### src/snowball_pkg.sv
package snowball_pkg;

  // ------------------------------
  // widths
  // ------------------------------
  localparam int addr_w = 32;
  localparam int data_w = 32;

  // cache index is addr[7:0], 256 one-word lines
  localparam int idx_w = 8;

  // tlb index is addr[15:8]
  localparam int tlb_idx_lo = 8;
  localparam int tlb_idx_w  = 8;

  localparam int vtag_w = 16; // virtual page tag, addr[31:16]
  localparam int ctag_w = 24; // physical addr[31:8]

  // ------------------------------
  // address regions, addr[31:30]
  // ------------------------------
  localparam logic [1:0] region_mem = 2'b00;
  localparam logic [1:0] region_dma = 2'b11;

  // ------------------------------
  // array payloads
  // ------------------------------
  typedef struct packed {
    logic [data_w-1:0] word;
  } line_t;

  typedef struct packed {
    logic              valid;
    logic [ctag_w-1:0] tag;
  } tag_t;

  // same layout as the cpu write data of a tlb write
  typedef struct packed {
    logic [vtag_w-1:0] ptag;  // upper half
    logic [vtag_w-1:0] vtag;  // expected virtual tag
  } tlb_entry_t;

endpackage

### src/snowball_mem_port.sv
`timescale 1ns/1ps

module snowball_mem_port (
  input  logic                             CPU_CLK,
  input  logic                             RST_CPU,
  // controller side
  input  logic                             xfer_req,
  input  logic                             xfer_we,
  input  logic [snowball_pkg::addr_w-1:0]  xfer_addr,
  input  logic [snowball_pkg::data_w-1:0]  xfer_wdata,
  output logic                             xfer_ack,
  output logic [snowball_pkg::data_w-1:0]  xfer_rdata,
  // main memory
  output logic                             mem_req,
  output logic                             mem_we,
  output logic [snowball_pkg::addr_w-1:0]  mem_addr,
  output logic [snowball_pkg::data_w-1:0]  mem_wdata,
  input  logic                             mem_ack,
  input  logic [snowball_pkg::data_w-1:0]  mem_rdata,
  // dma window, shares mem_addr and mem_wdata
  output logic                             dma_req,
  output logic                             dma_we,
  input  logic                             dma_ack,
  input  logic [snowball_pkg::data_w-1:0]  dma_rdata
);

  typedef enum logic [1:0] {
    st_idle,  // wait for xfer_req
    st_req,   // side req high, wait ack
    st_rel,   // side req low, wait ack low
    st_ack    // xfer_ack high, wait xfer_req low
  } state_t;

  state_t                           state;
  logic [1:0]                       region;
  logic [1:0]                       region_sel;
  logic                             start;
  logic                             start_dma;
  logic                             side_ack;
  logic [snowball_pkg::data_w-1:0]  side_rdata;

  // ------------------------------
  // region decode
  // ------------------------------
  // only 11 is dma, every other code is main memory
  assign region_sel = (xfer_addr[snowball_pkg::addr_w-1 -: 2] == snowball_pkg::region_dma) ?
                      snowball_pkg::region_dma : snowball_pkg::region_mem;

  assign start     = (state == st_idle) && xfer_req;
  assign start_dma = region_sel == snowball_pkg::region_dma;

  // response from whichever side is active
  assign side_ack   = (region == snowball_pkg::region_dma) ? dma_ack : mem_ack;
  assign side_rdata = (region == snowball_pkg::region_dma) ? dma_rdata : mem_rdata;

  always_ff @(posedge CPU_CLK)
  begin
    if (RST_CPU)
    begin
      state    <= st_idle;
      mem_req  <= 1'b0;
      dma_req  <= 1'b0;
      xfer_ack <= 1'b0;
    end
    else
    begin
      case (state)
        st_idle:
          if (xfer_req)
          begin
            mem_req <= !start_dma;
            dma_req <= start_dma;
            state   <= st_req;
          end
        st_req:
          if (side_ack)
          begin
            mem_req <= 1'b0;
            dma_req <= 1'b0;
            state   <= st_rel;
          end
        st_rel:
          if (!side_ack)  // side fully released first
          begin
            xfer_ack <= 1'b1;
            state    <= st_ack;
          end
        default:
          if (!xfer_req)
          begin
            xfer_ack <= 1'b0;
            state    <= st_idle;
          end
      endcase
    end
  end

  // address and data held for the whole cycle
  always_ff @(posedge CPU_CLK)
  begin
    if (start)
    begin
      region    <= region_sel;
      mem_addr  <= xfer_addr;
      mem_wdata <= xfer_wdata;
      mem_we    <= xfer_we && !start_dma;
      dma_we    <= xfer_we && start_dma;
    end
    if ((state == st_req) && side_ack)
      xfer_rdata <= side_rdata;  // capture on ack rise
  end

endmodule

### config.mk
export PLATFORM = sky130hd
export DESIGN_NAME = snowball_mem_port
export DESIGN_NICKNAME = d
export VERILOG_FILES = /design/src/snowball_pkg.sv /design/src/snowball_mem_port.sv
export SDC_FILE = /design/constraint.sdc
export NUM_CORES = 1
export LEC_CHECK = 0
export BUFFER_PORTS_ARGS = -buffer_cell sky130_fd_sc_hd__buf_2
export CAP_MARGIN = 20
export CORE_UTILIZATION = 45
export CTS_CLUSTER_DIAMETER = 30
export DETAILED_ROUTE_END_ITERATION = 6
export HOLD_SLACK_MARGIN = 0.12
export PLACE_DENSITY = 0.84
export SYNTH_ARGS = -nofsm -noshare
export SYNTH_HDL_FRONTEND = slang
export SYNTH_SLANG_ARGS = --single-unit
### constraint.sdc
create_clock -name CPU_CLK -period 4.3 [get_ports CPU_CLK]
set_clock_uncertainty 0.1 [all_clocks]
set_input_delay 0.86 -clock CPU_CLK [delete_from_list [all_inputs] [get_ports CPU_CLK]]
set_output_delay 0.86 -clock CPU_CLK [all_outputs]
set_load 0.02 [all_outputs]
## Yosys cells after proc, flatten, opt, wreduce, memory -nomap -nowiden

Cells that the tools add are included.

- Equality and inequality tests: 10
- Mux-type cells: 16
- Bitwise logic cells: 1
- Reductions and logical operators: 11

Operators by type and width:

| cell | count |
|---|---|
| 2-to-1 mux 32 bit | 1 |
| 2-to-1 mux 2 bit | 5 |
| == test 2 bit, second input constant | 4 |
| 2-to-1 mux 1 bit | 6 |
| != test 2 bit, second input constant | 3 |
| one-hot mux 1 bit (2 select lines) | 3 |
| one-hot mux 2 bit (3 select lines) | 1 |
| AND reduction 3 bit | 2 |
| logical AND 1 bit | 4 |
| != test 4 x 1 -> 1 bit, second input constant | 1 |
| AND reduction 4 bit | 1 |
| == test 2 x 1 -> 1 bit, second input constant | 1 |
| zero test 2 bit | 1 |
| != test 2 x 1 -> 1 bit, second input constant | 1 |
| nonzero test 2 bit | 1 |
| OR reduction 2 bit | 1 |
| zero test 1 bit | 1 |
| NOT 1 bit | 1 |

- Flip-flop bits (word level): 105
- Bits of input ports: 134
- Output and inout port bits: 101
- Logic and storage cells: 48

## Depth between registers and ports, before layout

Gate-level depths: netlist of the first run.

- Depth after elaboration: 6
- Mapped depth: 6
- Gate-level depth less buffers: 6

## Worst setup path before layout of the first run

No wires, ideal clock.

- Kind: input -> register
- Start point: input xfer_req
- End point: register dma_we (enable)
- Data arrival time: 2,429 ps
- Path slack: 1,339 ps
- Cell stages on the path: 1
- Cells stage by stage: and2_1

- Word-level cells in the longest chain between the ends: 1

Ends and longest elaborated chain:

| what | RTL line | text |
|---|---|---|
| start, declared | snowball_mem_port.sv:7 | `input logic xfer_req,` |
| logical AND 1 bit | snowball_mem_port.sv:49 | `assign start = (state == st_idle) && xfer_req;` |
| end signal, assigned | snowball_mem_port.sv:107 | `dma_we <= xfer_we && start_dma;` |
| end, declared | snowball_mem_port.sv:22 | `output logic dma_we,` |

No other way between the ends.
A chain may end at the register's enable or synchronous reset.

## Worst setup path after layout of the first run

- Start point: register state[1]
- End point: register mem_wdata[17] (netlist name) (enable)

- Word-level cells in the longest chain between the ends: 2

Ends and longest elaborated chain:

| what | RTL line | text |
|---|---|---|
| start, declared | snowball_mem_port.sv:34 | `state_t state;` |
| start signal, assigned | snowball_mem_port.sv:60 | `state <= st_idle;` |
| start signal, assigned | snowball_mem_port.sv:73 | `state <= st_req;` |
| start signal, assigned | snowball_mem_port.sv:80 | `state <= st_rel;` |
| zero test 2 bit | snowball_mem_port.sv:49 |  |
| logical AND 1 bit | snowball_mem_port.sv:49 |  |
| via start | snowball_mem_port.sv:37 | `logic start;` |
| end signal, assigned | snowball_mem_port.sv:105 | `mem_wdata <= xfer_wdata;` |
| end, declared | snowball_mem_port.sv:17 | `output logic [snowball_pkg::data_w-1:0] mem_wdata,` |

The timed path passes the listed nets, and every way through them passes these cells.

==> results of run 1 <==
-- routing by layer --
layer / GRT usage [%] / wire [um] / share of wire (%)
met1: 22.3 / 3290 / 37
met2: 38.1 / 5030 / 57
met3: 4.19 / 380 / 4.3
met4: 7.18 / 150 / 1.7
met5: 0 / 0 / 0
-- power by group --
| part | internal, W | total (W) | leakage [nW] | switching (W) |
|---|---|---|---|---|
| clock | 0.000215 | 0.000535 | 0.0838 | 0.000320 |
| sequential | 0.00141 | 0.00147 | 0.973 | 0.0000631 |
| combinational | 0.000308 | 0.000905 | 1.19 | 0.000597 |
-- flip-flops by register name, indices dropped and copies added (netlist names) --
signal,flops
dma_req,1
dma_we,1
mem_addr,32
mem_req,1
mem_wdata,32
mem_we,1
region,1
state,2
xfer_ack,1
xfer_rdata,32
-- placed cells by master (no fill, tap or decap), types with 2 or more instances in the layout --
cell type,n
ha_1,5
inv_1,4
a211oi_1,3
clkinvlp_4,2
and2_1,2
edfxtp_1,99
nor2_1,4
nand2_1,2
clkbuf_8,9
mux2i_1,2
clkinv_4,2
buf_4,4
a21oi_1,3
mux2_2,33
buf_2,234
dfxtp_1,5
-- through the flow --
step | instances | instance area, sq um | hold slack, ns | util, % | setup slack (ns)
finish | 528 | 5200 | 0.384 | 66.3 | 2.20
global route | 528 | 5200 | 0.412 | 66.3 | 2.06
CTS | 528 | 5200 | 0.387 | 66.3 | 2.19
detailed placement | 513 | 5020 | 0.372 | 64.0 | 1.95
global placement | 513 | 5020 | 0.366 | 64.0 | 1.98
floorplan | 177 | 3720 | 0.419 | - | 1.34
-- area by class of cell --
| type | instances | area, sq um |
|---|---|---|
| tap | 102 | 128 |
| clock inverter | 6 | 52.6 |
| fill | 582 | 2650 |
| inverter | 4 | 15.0 |
| timing repair buffer | 238 | 1200 |
| multi-input combinational | 65 | 608 |
| sequential | 104 | 3070 |
| clock buffer | 9 | 124 |
-- worst min-delay path: cells and delay by family, from the launching register on --
kind             cells  cell delay [ns]
AND/OR/NAND/NOR      1             0.07
flip-flops           1             0.33
AO/OA/AOI/OAI        1             0.05
-- logic make-up after synthesis --
group | share of synthesized area [%]
simple gates | 2.15
fa+ha+maj | 1.68
flops | 82.7
compound gates | 1.95
mux | 10.5
buf+inv | 1.01
-- worst max-delay path by stage --
stage / start / to / slack (ns) / cells after the start
after floorplan: xfer_req / dma_we$_DFFE_PP_ / 1.34 / 1
after global placement: xfer_req / mem_wdata[17]$_DFFE_PP_ / 1.98 / 3
after detailed placement: xfer_req / mem_addr[14]$_DFFE_PP_ / 1.95 / 3
after CTS: state[1]$_SDFFE_PP0P_ / mem_wdata[17]$_DFFE_PP_ / 2.19 / 4
after global routing: state[1]$_SDFFE_PP0P_ / mem_addr[18]$_DFFE_PP_ / 2.06 / 4
final: state[1]$_SDFFE_PP0P_ / mem_wdata[17]$_DFFE_PP_ / 2.20 / 4
==> qor.csv, run 1 <==
stage,metric,value,unit
cells_and_area,n_diodes,0,
synthesis,Yosys top cell by area,edfxtp_1,
global_routing,first-pass GRT wire length,12800,um
pwr,leakage,2.25,nW
floorplan,Initial Util,47.4,%
routing,drt pass-1 iters,4,
synthesis,largest cells by area after synthesis,"edfxtp_1, mux2_2, dfxtp_1",
cells_and_area,P&R area growth vs syn,39.9,%
synthesis,ys async rst share,0,%
synthesis,Unique masters post-synth,23,
timing,pins over their slew limit,0,
synthesis,Synth Flop Type,edfxtp_1,
critical_path,R2R Setup Slk,2.20,ns
timing,Tmin final,2.10,ns
min_path,Hold Crit Class,flip-flop to flip-flop,
timing,Setup Viol. Count Final,0,
routing,1st-iter DRT viols,79,
floorplan,row count,32,
clocking,clk sinks,104,
routing,vias post-DR,2507,
min_path,HP Start,mem_req$_SDFFE_PP0P_,
clocking,"Setup Fix Bufs, Post-CTS",0,
synthesis,"count leader, synth",edfxtp_1,
timing,Tcrit/Tclk final,48.8,%
pwr,PwrDens,560,nW/um^2
clocking,CTS tree,done,
floorplan,chip height,92.9,um
pwr,Final Total Pwr,0.00291,W
synthesis,number of flops mapped to enable cells by yosys,99,
clocking,clock-pin transition on the worst setup and hold timing paths,0.09,ns
synthesis,top-area cell type share of the netlist area,80.0,%
critical_path,delay of the slowest critical-path stage,0.55,ns
synthesis,Mean Syn Cell Area,21.0,sq um
timing,setup tns final,0,ns
clocking,Clock Latency Late Sink,0.34,ns
cells_and_area,layout net count,561,
min_path,Hold EP,mem_req$_SDFFE_PP0P_,
critical_path,RR Endpoint,mem_wdata[17]$_DFFE_PP_,
global_routing,largest net degree at the start of global routing,35,
critical_path,WP data arrival,2.02,ns
synthesis,synth warn,0,
timing,Hold Fails Final Rpt,0,
floorplan,Top Ports,235,
critical_path,"Slowest-stage cell, CP",and2_2,
routing,Antenna Nets Post-Route,0,
run_status,status,completed,
timing,Worst slew margin,61.7,%
critical_path,"critical path, cell by cell","inv_1, ha_1, and2_2, buf_4",
critical_path,CP Data Required Time,4.22,ns
critical_path,Crit Path Class,flip-flop to flip-flop,
global_routing,initial antenna violation count,0,
place,DP Wirelength,7000,um
routing,routed length per instance,16.8,um
floorplan,die area,8630,sq um
clocking,clk root buf,clkbuf_8,
clocking,CTS Buf Count,9,
routing,detailed-route wire length,8850,um
critical_path,Reg2Reg Launch Point,state[1]$_SDFFE_PP0P_,
timing,fmax,477,MHz
critical_path,startpoint types,flip-flop,
synthesis,register area share after synthesis,82.7,%
clocking,clk buf depth,2,
floorplan,Core ar.,7850,sq um
routing,DRC,0,
clocking,post-CTS sizing,0,
timing,Worst-Margin Slew,0.575,ns
synthesis,Commonest cells post-synth,"edfxtp_1, mux2_2, dfxtp_1, ha_1",
job,maxcap violations,0,
synthesis,Mapped Nets,316,
routing,Vias/cell,4.75,
floorplan,Chip Width,92.9,um
min_path,worst hold stages,2,
clocking,H-tree Lvls,3,
critical_path,R2R depth,4,
global_routing,total grt overflow,0,
synthesis,Synth Register Bits,104,
timing,RSZ-0062 raised after global routing,no,
synthesis,Mapped Area,3720,sq um
pwr,VDD IR max,0.400,mV
synthesis,Mapped Cells,177,
global_routing,vias in the first global route,2628,
global_routing,GRT Util Overall,20.2,%
place,RD Place Congestion,0.787,
critical_path,CP bufs+invs,2,
place,Port Buffers,234,
critical_path,Crit path max-delay family,simple AND/OR/NAND/NOR gates,
critical_path,Crit. End Element,flip-flop,
critical_path,CP max FO,27,
clocking,"Hold-fix buffers, CTS",0,
cells_and_area,share of cells above drive strength 1,67.6,%
Note: power is estimated with default switching activity, not from simulation.
==> run 2: changes to the inputs <==
--- a/config.mk
+++ b/config.mk
@@ -7,11 +7,11 @@
 export LEC_CHECK = 0
 export BUFFER_PORTS_ARGS = -buffer_cell sky130_fd_sc_hd__buf_2
 export CAP_MARGIN = 20
-export CORE_UTILIZATION = 45
+export CORE_UTILIZATION = 38
 export CTS_CLUSTER_DIAMETER = 30
 export DETAILED_ROUTE_END_ITERATION = 6
 export HOLD_SLACK_MARGIN = 0.12
-export PLACE_DENSITY = 0.84
+export PLACE_DENSITY = 0.76
 export SYNTH_ARGS = -nofsm -noshare
 export SYNTH_HDL_FRONTEND = slang
 export SYNTH_SLANG_ARGS = --single-unit
==> constraint.sdc (replaced) <==
create_clock -name CPU_CLK -period 1.7 [get_ports CPU_CLK]
set_clock_uncertainty 0.1 [all_clocks]
set_input_delay 0.34 -clock CPU_CLK [delete_from_list [all_inputs] [get_ports CPU_CLK]]
set_output_delay 0.34 -clock CPU_CLK [all_outputs]
set_load 0.02 [all_outputs]
==> run 2 against run 1 <==
Routed wire length increased by 14%. Sequential power grew to 2.5 times the previous value. Clock-buffer cell count unchanged. Via count up 12%. Core utilization is 1.9 points lower. Total power grew to 2.7 times the previous value. Cell area is 16% higher. Worst hold slack got worse by 0.21 ns. Non-clock buffer count up 71. Setup slack got worse by 2.2 ns. Sequential share of layout area down 8.1 points. Sequential cell count unchanged. Critical endpoint is now state[1]$_SDFFE_PP0P_. Highest routed layer unchanged.
==> qor.csv, run 2 (synthesized netlist as in run 1, its figures left out) <==
stage,metric,value,unit
pwr,VDD IR max,0.900,mV
cells_and_area,final core utilization,64.4,%
cells_and_area,registers with the most flip-flops,"mem_addr: 32 flops, mem_wdata: 32 flops, xfer_rdata: 32 flops",
place,DP Wirelength,6530,um
clocking,clk sinks,104,
critical_path,delay of the slowest critical-path stage,0.36,ns
timing,Worst-Margin Slew,0.412,ns
global_routing,vias in the first global route,2952,
timing,RSZ-0062 raised after global routing,yes,
clocking,Clock Latency Late Sink,0.36,ns
floorplan,Top Ports,235,
floorplan,die area,10200,sq um
floorplan,row count,35,
pwr,PwrDens,1310,nW/um^2
clocking,CTS Buf Count,9,
global_routing,first-pass GRT wire length,14100,um
clocking,clock-pin transition on the worst setup and hold timing paths,0.10,ns
critical_path,CP bufs+invs,2,
critical_path,Crit. End Element,flip-flop,
timing,Worst slew margin,72.6,%
cells_and_area,"non-filler cells, final",627,
pwr,leakage,2.58,nW
routing,DRC,0,
timing,Hold Fails Final Rpt,0,
global_routing,total grt overflow,0,
clocking,clk buf depth,2,
floorplan,Core ar.,9370,sq um
critical_path,WP data arrival,1.81,ns
cells_and_area,P&R area growth vs syn,62.4,%
routing,Vias/cell,4.49,
pwr,combinational share of power,34.7,%
critical_path,Worst setup startpoint,state[1]$_SDFFE_PP0P_,
critical_path,startpoint types,flip-flop,
critical_path,CP most frequent cell,a211oi_2,
cells_and_area,share of cells above drive strength 1,62.0,%
timing,smallest hold slack,0.174,ns
timing,pins over their slew limit,0,
place,Place WS,-0.0541,ns
critical_path,Crit path max-delay family,compound AO/OA/AOI/OAI gates,
routing,1st-iter DRT viols,89,
routing,Antenna Nets Post-Route,0,
timing,Tmin final,1.65,ns
pwr,P_sw,0.00269,W
pwr,sequential power share,47.1,%
cells_and_area,n_diodes,0,
routing,vias post-DR,2814,
routing,routed length per instance,16.0,um
pwr,Switching Share,33.9,%
clocking,clk root buf,clkbuf_8,
global_routing,initial antenna violation count,0,
global_routing,largest net degree at the start of global routing,33,
floorplan,Chip Width,101,um
critical_path,"Slowest-stage cell, CP",dfxtp_2,
place,Port Buffers,234,
clocking,H-tree Lvls,3,
pwr,Final Total Pwr,0.00793,W
pwr,Clk pwr share,18.2,%
timing,Tcrit/Tclk final,97.2,%
floorplan,Initial Util,39.7,%
place,placed cells,545,
routing,drt pass-1 iters,4,
cells_and_area,"most common cell after layout, fill and taps aside",buf_2,
timing,PnR worst setup slack,0.0478,ns
pwr,Cell Int Power,0.00524,W
critical_path,Crit Path Class,flip-flop to flip-flop,
cells_and_area,layout net count,632,
critical_path,CP Data Required Time,1.86,ns
clocking,CTS tree,done,
critical_path,Reg2Reg Launch Point,state[1]$_SDFFE_PP0P_,
timing,Setup Viol. Count Final,0,
critical_path,"critical path, cell by cell","inv_2, buf_6, ha_4, nor2b_4, a211oi_2, a211oi_2, a41o_1",
floorplan,chip height,101,um
run_status,status,completed,
min_path,Hold Crit Class,primary input to flip-flop,
cells_and_area,filler cell count,694,
critical_path,CP max FO,4,
timing,fmax,605,MHz
min_path,HP Start,dma_rdata[20],
routing,detailed-route wire length,10000,um
cells_and_area,most frequent cells in the layout,"buf_2, edfxtp_1, dlygate4sd3_1, mux2_2, clkbuf_8",
global_routing,GRT Util Overall,19.1,%
place,RD Place Congestion,0.708,
job,maxcap violations,0,
[run 2: per-stage QoR]
stage                     TNS [ns]  instance area [sq um]
after detailed placement     -1.74                   5120
after global placement      -0.225                   5120
final                            0                   6040
after global routing       -0.0195                   6040
after CTS                        0                   5990
after floorplan                  0                   3720
[run 2: worst register-to-register path, cell delays in order, from the launching register on]
cell and delay (ns):
dfxtp_2 0.36, inv_2 0.05, buf_6 0.13, ha_4 0.15, nor2b_4 0.13, a211oi_2 0.31
a211oi_2 0.12, a41o_1 0.22
[run 2: cell type report]
type | instances | area [sq um] | share of cell area, %
flip-flops and latches | 104 | 3080 | 50.9
repair buffers | 309 | 1930 | 32.0
multi-input cells | 65 | 669 | 11.1
well taps | 129 | 161 | 2.67
clock buffers | 9 | 124 | 2.05
clock inverters | 7 | 62.6 | 1.04
inverters | 4 | 15.0 | 0.249
[run 2: repair_timing]
item,CTS,global route
hold endpoints to repair,68,0
resized for setup,4,14
pin swaps,2,4
cloned,0,0
setup buffers,1,0
endpoints found under the setup margin,35,3
hold buffers,65,0
[run 2: power by group through the flow]
stage	registers (W)	logic, W	clock network (W)
2_1_floorplan	0.00445	0.000769	0
3_5_place_dp	0.00377	0.00244	0
5_1_grt	0.00379	0.00293	0.00159
6_report	0.00373	0.00276	0.00144
3_3_place_gp	0.00375	0.00238	0
4_1_cts	0.00371	0.00264	0.00150
[run 2: final timing paths]
path	cells after the start	end	slack, ns
worst max-delay path	7	state[1]$_SDFFE_PP0P_	0.05
worst min-delay path	2	xfer_rdata[20]$_DFFE_PP_	0.17
worst max register to register	7	state[1]$_SDFFE_PP0P_	0.05
worst min register to register	2	mem_req$_SDFFE_PP0P_	0.40
[run 2: routing by layer]
metal  GRT usage [%]  wire [um]  share of wire [%]
met3            6.87        672                6.7
met1            16.9       3360                 33
met4            8.14        340                3.4
met2            38.0       5670                 56
met5               0          0                  0
